--- config.mk ---
export PLATFORM = sky130hd
export DESIGN_NAME = wb_encode_decode
export DESIGN_NICKNAME = d
export VERILOG_FILES = /design/src/rtl/wb_lsu_pkg.sv /design/src/rtl/wb_encode_decode.sv
export SDC_FILE = /design/constraint.sdc
export NUM_CORES = 1
export LEC_CHECK = 0
export ABC_AREA = 1
export CAP_MARGIN = 10
export CORE_MARGIN = 2
export CORE_UTILIZATION = 40
export DETAILED_ROUTE_END_ITERATION = 10
export DONT_BUFFER_PORTS = 1
export GPL_TIMING_DRIVEN = 0
export SYNTH_ARGS = -nofsm -noshare
export SYNTH_HDL_FRONTEND = slang
export SYNTH_SLANG_ARGS = --single-unit
--- constraint.sdc ---
create_clock -name vclk -period 1.4
set_input_delay 0.21 -clock vclk [all_inputs]
set_output_delay 0.21 -clock vclk [all_outputs]
set_load 0.01 [all_outputs]
--- src/rtl/wb_lsu_pkg.sv ---
package wb_lsu_pkg;

    // data path and address widths
    localparam int XLEN   = 32;
    localparam int ADDR_W = 32;

    // one select bit per byte lane
    localparam int SEL_W = XLEN / 8;

    // bits of byte offset inside one bus word
    localparam int OFS_W = $clog2(SEL_W);

    // memory depth in words, index wraps at MEM_WORDS
    localparam int MEM_WORDS = 256;
    localparam int MEM_AW    = 8;

    // wait states inserted by the memory before ack
    localparam int SRAM_WAIT = 1;

    // wait counter width, wide enough for SRAM_WAIT itself
    localparam int WAIT_CW = $clog2(SRAM_WAIT + 2);

    // access size as issued by the core
    typedef enum logic [1:0] {
        SIZE_BYTE = 2'b00,
        SIZE_HALF = 2'b01,
        SIZE_WORD = 2'b10
    } lsu_size_e;

    // core side load/store request
    typedef struct packed {
        logic              we;
        lsu_size_e         size;
        // zero extend on load when set
        logic              uns;
        logic [ADDR_W-1:0] addr;
        logic [XLEN-1:0]   wdata;
    } lsu_req_t;

    // wishbone classic, master to slave
    typedef struct packed {
        logic              cyc;
        logic              stb;
        logic              we;
        logic [ADDR_W-1:0] adr;
        logic [SEL_W-1:0]  sel;
        logic [XLEN-1:0]   dat;
    } wb_m2s_t;

    // wishbone classic, slave to master
    typedef struct packed {
        logic            ack;
        logic [XLEN-1:0] dat;
    } wb_s2m_t;

endpackage
--- src/rtl/wb_encode_decode.sv ---
module wb_encode_decode
    import wb_lsu_pkg::*;
(
    input  logic [SEL_W-1:0] sel_i,
    input  lsu_size_e        size_i,
    input  logic             uns_i,
    input  logic [XLEN-1:0]  bus_rdata_i,
    input  logic [XLEN-1:0]  store_data_i,
    output logic [XLEN-1:0]  load_data_o,
    output logic [XLEN-1:0]  bus_wdata_o
);

    // lowest selected lane gives the byte offset of the access
    logic [OFS_W-1:0] ofs;
    // halfword slot inside the word, upper offset bit
    logic             half_idx;
    logic [7:0]       lane_byte;
    logic [15:0]      lane_half;
    // fill bit for the upper part of an extended load
    logic             fill_bit;

    // priority encode from the top so the lowest set bit wins
    always_comb begin
        ofs = '0;
        for (int i = SEL_W - 1; i >= 0; i--) begin
            if (sel_i[i]) begin
                ofs = OFS_W'(i);
            end
        end
    end

    assign half_idx = ofs[OFS_W-1];

    // store side
    // byte and halfword data is copied onto every lane
    // whichever lane sel enables then carries the right value
    always_comb begin
        case (size_i)
            SIZE_BYTE: bus_wdata_o = {SEL_W{store_data_i[7:0]}};
            SIZE_HALF: bus_wdata_o = {(SEL_W / 2){store_data_i[15:0]}};
            default:   bus_wdata_o = store_data_i;
        endcase
    end

    // load side
    // pick the addressed byte or halfword out of the bus word
    assign lane_byte = bus_rdata_i[ofs * 8 +: 8];
    assign lane_half = bus_rdata_i[half_idx * 16 +: 16];

    // sign of the picked value, forced low for unsigned loads
    always_comb begin
        case (size_i)
            SIZE_BYTE: fill_bit = ~uns_i & lane_byte[7];
            SIZE_HALF: fill_bit = ~uns_i & lane_half[15];
            default:   fill_bit = 1'b0;
        endcase
    end

    always_comb begin
        case (size_i)
            SIZE_BYTE: load_data_o = {{(XLEN - 8){fill_bit}}, lane_byte};
            SIZE_HALF: load_data_o = {{(XLEN - 16){fill_bit}}, lane_half};
            // full word goes through untouched
            default:   load_data_o = bus_rdata_i;
        endcase
    end

endmodule

==> metrics.txt <==
status=complete, but fails checks; failing checks=setup timing; peak fanout along the critical path=10; synth warn=0; Final Wtd Congestion=0.842; initial antenna violation count=0; LEAKAGE=between 0.8 and 0.9 nW; Yosys cell types=26; via count=~1500; Initial Util=0.427; worst slew pin tran=just over 500 ps; I/O Pins=135; layout cells sized above 1=0.297; drt drc=0; critical path startpoint category=input pin; # rows=20; Nets=around 320; Crit. End Element=output port; DR WL/cell=14.3 um; Final Max Slew Viols=0; worst setup margin=-9.75 ps; final hold vios=0; Final Core Density=0.497; Syn-to-layout area delta=16.5%; DIE WIDTH=about 60 um; syn_nets=roughly 320; Via density=5.16; gr usage total=0.196; RSZ-0062 raised after global routing=true; clock buffer count=0; Worst Hold Launch=store_data_i[5]; Rel. slew slack=0.663; Worst VDD drop=0.150 mV; Antenna Cells=0; WS Path Type=in2out; met3 WL=~340 um; core area=3100 um^2; Inst Count DP=290; filler cell count in the final layout=about 370; seq_cells=0; Non-Filler Instances=approximately 290; crit path time final=around 1400 ps; net switching power=roughly 370 uW; hpwl dp=3370 um; Clk pwr share=0; logic gate share of total power=1.000; Seq pwr share=0; Die H=61.5 um; Max Clock Freq=709 MHz; vias in the first global route=1279; first-pass GRT wire length=approximately 5800 um; pin count of the biggest net entering global routing=20; highest routed layer=met3; final setup fails=1; total area of sequential cells=0 um^2; cell area power density=374 nW/um^2; Pre-antenna DRT Iters=4; Max-Cap Viols=0; PortBufs=0; CTS Hold Bufs=0; Critical Path RT=about 1200 ps; die area=3790 um^2; sequential area share after synthesis=0; HP Class=in2out; Cells after Synth=around 250; Final Routed Wirelength=between 4000 and 5000 um; Int Power=203 uW; initial DRC count=40; DR WL met2=2110 um; Hold Path Depth=1; Routed Antenna Nets=0; Cell Area, Synth=approximately 1300 um^2; M1 WL=roughly 1700 um; CP arrival=around 1200 ps; Post-Syn Area per Cell=roughly 5.4 um^2; fin crit share=1.01; grt ovf=0; crit path from=sel_i[1]; switching fraction of total power=0.648
==> power by group through the flow <==
stage	clock network [mW]	registers, mW	logic [mW]
after detailed placement	0	0	0.521
after global placement	0	0	0.520
after floorplan	0	0	0.446
final	0	0	0.576
after CTS	0	0	0.542
after global routing	0	0	0.633
==> synthesized netlist by cell type (2+ instances only) <==
| master | count | share of area |
|---|---|---|
| nand2_2 | 4 | 0.019 |
| nor2_1 | 7 | 0.020 |
| inv_2 | 4 | 0.011 |
| buf_12 | 2 | 0.030 |
| nand3_1 | 9 | 0.034 |
| a21oi_2 | 6 | 0.040 |
| nand2_1 | 103 | 0.29 |
| inv_1 | 37 | 0.10 |
| clkbuf_1 | 3 | 0.0085 |
| o21ai_1 | 6 | 0.023 |
| buf_6 | 2 | 0.017 |
| nand3_2 | 3 | 0.023 |
| o211ai_1 | 16 | 0.091 |
| nand2_4 | 12 | 0.10 |
| nor2_4 | 2 | 0.017 |
| o21ai_0 | 9 | 0.034 |
| buf_4 | 9 | 0.051 |
| buf_2 | 4 | 0.015 |
==> kinds of logic (layout without fill, tap and decap cells) <==
kind of cell | count (synthesis) | count (layout) | synth area share
AND/OR/NAND/NOR | 145 | 145 | 0.558
buffers and inverters | 61 | 64 | 0.238
AO/OA/AOI/OAI | 40 | 40 | 0.204
==> critical path, cell delays in order <==
cell and delay (ps):
nor2_4 140, nand2_4 80, buf_8 140, buf_12 150, a21oi_2 160, nand2_1 70, o21ai_1 80, inv_1 60
nand2_2 90
==> area by class of cell <==
class | count | area [um^2] | share of cell area
repair buffers | 4 | 55.1 | 0.0357
plain buffers | 19 | 168 | 0.109
multi-input cells | 185 | 1110 | 0.719
well taps | 44 | 55.1 | 0.0357
inverters | 41 | 156 | 0.101
==> routing by layer <==
metal | global-route usage | vias to the layer above
met2 | 0.377 | 69
met3 | 0.0294 | 0
met4 | 0.00304 | 0
met5 | 0 | -
li1 | - | 765
met1 | 0.240 | 679
==> metrics by stage <==
step / cell area [um^2] / hold WS [ps] / power (mW) / setup slack [ps] / setup TNS, ps
floorplan: 1320 / 512 / 0.446 / 109 / 0
global placement: 1380 / 514 / 0.520 / -120 / -1300
detailed placement: 1380 / 513 / 0.521 / -82.3 / -997
CTS: 1430 / 513 / 0.542 / 5.00 / 0
global route: 1540 / 514 / 0.633 / -68.5 / -644
finish: 1540 / 513 / 0.576 / -9.75 / -9.75
==> timing repair <==
| action | CTS | global route |
|---|---|---|
| resized for setup | 5 | 28 |
| setup endpoints to repair | 23 | 31 |
| cloned | 1 | 0 |
| setup buffers | 2 | 1 |
| pin swaps | 0 | 2 |
==> layout by cell type, fill, tap and decap left out, types with 2 or more instances in the layout <==
cell / n
nand3_2: 3
nand3_1: 9
nand2_2: 16
o21ai_1: 6
buf_6: 4
buf_2: 3
a21oi_4: 3
buf_12: 2
nand2_1: 89
buf_4: 9
a21oi_2: 4
inv_2: 4
nand4_4: 2
clkbuf_1: 2
inv_1: 36
o21ai_0: 9
o211ai_1: 16
nor2_1: 7
nand2_4: 13
nor2_4: 3
==> path summary, 6_finish.rpt <==
path	to
worst max-delay path	load_data_o[12]
worst min-delay path	bus_wdata_o[5]
(Power assumes the default switching activity.)
