[src/rtl/wb_lsu_pkg.sv]
package wb_lsu_pkg;

    // data path and address widths
    localparam int XLEN   = 32;
    localparam int ADDR_W = 32;

    // one select bit per byte lane
    localparam int SEL_W = XLEN / 8;

    // bits of byte offset inside one bus word
    localparam int OFS_W = $clog2(SEL_W);

    // memory depth in words, index wraps at MEM_WORDS
    localparam int MEM_WORDS = 256;
    localparam int MEM_AW    = 8;

    // wait states inserted by the memory before ack
    localparam int SRAM_WAIT = 1;

    // wait counter width, wide enough for SRAM_WAIT itself
    localparam int WAIT_CW = $clog2(SRAM_WAIT + 2);

    // access size as issued by the core
    typedef enum logic [1:0] {
        SIZE_BYTE = 2'b00,
        SIZE_HALF = 2'b01,
        SIZE_WORD = 2'b10
    } lsu_size_e;

    // core side load/store request
    typedef struct packed {
        logic              we;
        lsu_size_e         size;
        // zero extend on load when set
        logic              uns;
        logic [ADDR_W-1:0] addr;
        logic [XLEN-1:0]   wdata;
    } lsu_req_t;

    // wishbone classic, master to slave
    typedef struct packed {
        logic              cyc;
        logic              stb;
        logic              we;
        logic [ADDR_W-1:0] adr;
        logic [SEL_W-1:0]  sel;
        logic [XLEN-1:0]   dat;
    } wb_m2s_t;

    // wishbone classic, slave to master
    typedef struct packed {
        logic            ack;
        logic [XLEN-1:0] dat;
    } wb_s2m_t;

endpackage
[src/rtl/wb_lsu_master.sv]
module wb_lsu_master
    import wb_lsu_pkg::*;
(
    input  logic            clk_i,
    input  logic            rst_n_i,
    input  logic            req_valid_i,
    input  lsu_req_t        req_i,
    output logic            busy_o,
    output logic            done_o,
    output logic            err_o,
    output logic [XLEN-1:0] rdata_o,
    output wb_m2s_t         wb_o,
    input  wb_s2m_t         wb_i,
    output logic [SEL_W-1:0] lane_sel_o,
    output lsu_size_e       lane_size_o,
    output logic            lane_uns_o,
    input  logic [XLEN-1:0] lane_wdata_i,
    input  logic [XLEN-1:0] lane_rdata_i
);

    typedef enum logic [1:0] {
        ST_IDLE = 2'b00,
        ST_BUS  = 2'b01,
        ST_DONE = 2'b10
    } state_e;

    state_e           state_q;
    lsu_req_t         req_q;
    // request seen by the lane logic, live port while idle
    lsu_req_t         cur_req;
    logic [SEL_W-1:0] sel_c;
    logic             misaligned_c;
    logic             accept;
    logic             err_q;
    logic [XLEN-1:0]  wdat_q;
    logic [XLEN-1:0]  rdata_q;

    // byte enables for a given size and byte offset
    function automatic logic [SEL_W-1:0] sel_of(lsu_size_e size, logic [OFS_W-1:0] ofs);
        case (size)
            SIZE_BYTE: sel_of = SEL_W'(1) << ofs;
            SIZE_HALF: sel_of = SEL_W'(3) << ofs;
            default:   sel_of = '1;
        endcase
    endfunction

    // half needs an even address, word needs both low bits clear
    function automatic logic misaligned_of(lsu_size_e size, logic [OFS_W-1:0] ofs);
        case (size)
            SIZE_BYTE: misaligned_of = 1'b0;
            SIZE_HALF: misaligned_of = ofs[0];
            default:   misaligned_of = |ofs;
        endcase
    endfunction

    // while idle the lane logic works on the incoming request
    // so the laned store word is ready at the capture edge
    assign cur_req      = (state_q == ST_IDLE) ? req_i : req_q;
    assign sel_c        = sel_of(cur_req.size, cur_req.addr[OFS_W-1:0]);
    assign misaligned_c = misaligned_of(cur_req.size, cur_req.addr[OFS_W-1:0]);
    assign accept       = (state_q == ST_IDLE) && req_valid_i;

    // control FSM
    always_ff @(posedge clk_i) begin
        if (!rst_n_i) begin
            state_q <= ST_IDLE;
            err_q   <= 1'b0;
        end else begin
            case (state_q)
                ST_IDLE: begin
                    if (accept) begin
                        err_q <= misaligned_c;
                        // a misaligned request skips the bus entirely
                        state_q <= misaligned_c ? ST_DONE : ST_BUS;
                    end
                end
                ST_BUS: begin
                    // slave wait states keep us here with the bus held
                    if (wb_i.ack) begin
                        state_q <= ST_DONE;
                    end
                end
                default: begin
                    state_q <= ST_IDLE;
                end
            endcase
        end
    end

    // request payload, taken once at the capture edge
    always_ff @(posedge clk_i) begin
        if (accept) begin
            req_q  <= req_i;
            wdat_q <= lane_wdata_i;
        end
    end

    // extended load data, updated only by a load ack
    always_ff @(posedge clk_i) begin
        if ((state_q == ST_BUS) && wb_i.ack && !req_q.we) begin
            rdata_q <= lane_rdata_i;
        end
    end

    // bus side
    // all fields come from registers, stable for the whole cycle
    assign wb_o.cyc = (state_q == ST_BUS);
    assign wb_o.stb = (state_q == ST_BUS);
    assign wb_o.we  = req_q.we;
    // word aligned address, lanes pick the bytes
    assign wb_o.adr = {req_q.addr[ADDR_W-1:OFS_W], {OFS_W{1'b0}}};
    assign wb_o.sel = sel_c;
    assign wb_o.dat = wdat_q;

    // lane steering controls
    assign lane_sel_o  = sel_c;
    assign lane_size_o = cur_req.size;
    assign lane_uns_o  = cur_req.uns;

    // core side
    assign busy_o  = (state_q != ST_IDLE);
    assign done_o  = (state_q == ST_DONE);
    assign err_o   = done_o & err_q;
    assign rdata_o = rdata_q;

endmodule

[config.mk]
export PLATFORM = sky130hd
export DESIGN_NAME = wb_lsu_master
export DESIGN_NICKNAME = d
export VERILOG_FILES = /design/src/rtl/wb_lsu_pkg.sv /design/src/rtl/wb_lsu_master.sv
export SDC_FILE = /design/constraint.sdc
export NUM_CORES = 1
export LEC_CHECK = 0
export ABC_AREA = 1
export BUFFER_PORTS_ARGS = -buffer_cell sky130_fd_sc_hd__buf_4
export CAP_MARGIN = 10
export CORE_AREA = 3 3 109 111
export DETAILED_ROUTE_END_ITERATION = 12
export DIE_AREA = 0 0 112 114
export PLACE_DENSITY = 0.71
export SLEW_MARGIN = 25
export SYNTH_ARGS = -nofsm -noshare
export SYNTH_HDL_FRONTEND = slang
export SYNTH_SLANG_ARGS = --single-unit
[constraint.sdc]
create_clock -name clk_i -period 4 [get_ports clk_i]
set_input_delay 0.4 -clock clk_i [delete_from_list [all_inputs] [get_ports clk_i]]
set_output_delay 0.4 -clock clk_i [all_outputs]
set_load 0.1 [all_outputs]
==> results_dict.tcl <==
set metrics [dict create \
    p_leak_nw 2.30 \
    routed_wl_um 8510 \
    vdd_drop_max_mv 0.377 \
    layout_commonest_cell "buf_4" \
    grt_overflow_total 0 \
    final_hold_viol_count 0 \
    mostFrequentLayoutCells "216 x buf_4, 100 x edfxtp_1, 19 x nand2_1" \
    synth_area_per_cell_um2 18.2 \
    antennaDiodeCount 0 \
    vias_per_cell 4.24 \
    ctsResizeCount 0 \
    die_h_um 114 \
    grt_pass1_vias 2366 \
    drive_above_1_share_pct 63.6 \
    synth_area_um2 3700 \
    required_ns 3.60 \
    crit_top_cell "nand2_4" \
    num_vias 2281 \
    setup_viol 0 \
    antenna_found_initial 0 \
    path_delay_family "flip-flops" \
    clock.fmax_ghz 0.444 \
    grt_pass1_wl_um 12400 \
    cts_made_buffers 9 \
    max-clock-path-buffers 2 \
    hold_class "in -> reg" \
    end_kind "output pin" \
    skew_ns 0.0102 \
    clockRootBuffer "clkbuf_8" \
    die_w_um 112 \
    final_nets 561 \
    maxSlewHeadroom_pct 62.5 \
    synth_seq_cells 103 \
    ios 281 \
    first_pass_iters 4 \
    worstPathArrival_ns 1.85 \
    cts_tree "done" \
    drt-initial-drc-count 103 \
    synthDistinctLibCells 21 \
    rsz0062_at_grt "false" \
    start_kind "flip-flop" \
    power-per-cell-area_nw_per_um2 665 \
    syn_inst 203 \
    drc_errors 0 \
    cpPeakStageDelay_ns 0.50 \
    clock_latency_ns 0.36 \
    area_growth_pct 46.1 \
    critPathMaxFanout 6 \
    fillers 943 \
    place_congestion 0.899 \
    cts.sink_count 103 \
    grt_usage_pct 12.9 \
    yosys_warnings 0 \
    worst_pin_slew_ns 0.563 \
    coreArea_um2 10900 \
    period_minus_slack_ns 2.25 \
    crit_type "reg -> out" \
    final_max_slew_viol_count 0 \
    ctsHoldBuffers 0 \
    antenna_left 0 \
    crit_slowest_cell "dfxtp_1" \
    dp.cells 522 \
    ys_seq_area_share_pct 82.8 \
    fp.dieArea_um2 12800 \
    wl_per_cell_um 15.8 \
    rows 38 \
    crit_chain "inv_2 > nand2_4 > nand2_4 > nand2_8 > nand3_4 > o21ai_1 > buf_4" \
    port_buffers 214 \
    fin_crit_sh_pct 56.3 \
    fin_total_pwr_mw 3.59 \
    htreeDepth 3 \
    grt_max_degree 48 \
    clk_pin_slew_worst_paths_ns 0.10 \
    instances_no_fill 538 \
    start_util_pct 34.0 \
    path_buf_inv 2 \
    maxCapViolations 0 \
    post_cts_buffers 0 \
    fin_tns_setup_ns 0 \
    outcome "finished clean" \
]
==> cells by family (layout without fill, tap and decap cells) <==
group	Yosys count	in the layout	synth area share (%)
AND/OR/NAND/NOR	40	40	6.73
AO/OA/AOI/OAI	6	6	1.02
buffers and inverters	53	247	9.31
other	1	2	0.101
flip-flops	103	103	82.8
==> cells in the mapped netlist <==
cell        n  share of area (%)
a21oi_1     2               0.27
a21oi_2     2               0.47
buf_4      38                7.7
conb_1      1               0.10
dfxtp_1     3                1.6
edfxtp_1  100                 81
inv_1      12                1.2
inv_2       2               0.20
inv_4       1               0.17
nand2_1    19                1.9
nand2_2     8                1.4
nand2_4     4                1.2
nand2_8     1               0.54
nand3_1     1               0.14
nand3_2     1               0.27
nand3_4     1               0.47
nor2_1      2               0.20
nor2_4      1               0.30
nor3_1      1               0.14
nor4_1      1               0.17
o21ai_0     2               0.27
==> metrics by stage <==
| step | instance area (um2) | hold slack, ns | setup WS [ns] | utilization (%) |
|---|---|---|---|---|
| global route | 5400 | 0.171 | 1.59 | 49.6 |
| finish | 5400 | 0.211 | 1.75 | 49.6 |
| floorplan | 3710 | 0.499 | 0.380 | - |
| CTS | 5400 | 0.180 | 1.71 | 49.6 |
| detailed placement | 5230 | 0.536 | 1.83 | 48.0 |
| global placement | 5230 | 0.541 | 1.91 | 48.0 |
==> where the power goes <==
part           switching (mW)  internal (mW)
logic                    1.34          0.299
registers              0.0420           1.33
clock network           0.346          0.233
==> final timing paths <==
path | start | to | slack, ns | depth (start not counted)
hold reg to reg | err_q | err_q | 0.55 | 4
hold / removal | lane_rdata_i[19] | rdata_o[19] | 0.21 | 1
setup / recovery | state_q[1] | wb_o[34] | 1.75 | 7
setup reg to reg | state_q[0] | wdat_q[27] | 1.89 | 4
==> routing by layer <==
| layer | part of all wire (%) | up-vias | track usage [%] | wire length [um] |
|---|---|---|---|---|
| li1 | - | 1053 | - | - |
| met1 | 35 | 1064 | 13.7 | 2970 |
| met2 | 50 | 154 | 21.7 | 4220 |
| met3 | 14 | 10 | 6.63 | 1180 |
| met4 | 1.6 | 0 | 5.69 | 132 |
| met5 | 0 | - | 0 | 0 |
==> area by class of cell <==
class                   count  area [um2]  area share (%)
clock buffers              11         131            2.43
clock inverters             5        42.5           0.788
inverters                  15        58.8            1.09
multi-input cells          48         309            5.72
flip-flops and latches    103        3060            56.7
well taps                 140         175            3.24
repair buffers            216        1620            30.0
==> state kept, by name (all words and copies together) (netlist names) <==
signal	count
wb_o	31
req_q	5
state_q	2
err_q	1
wdat_q	32
rdata_o	32
Note: power is estimated with default switching activity, not from simulation.
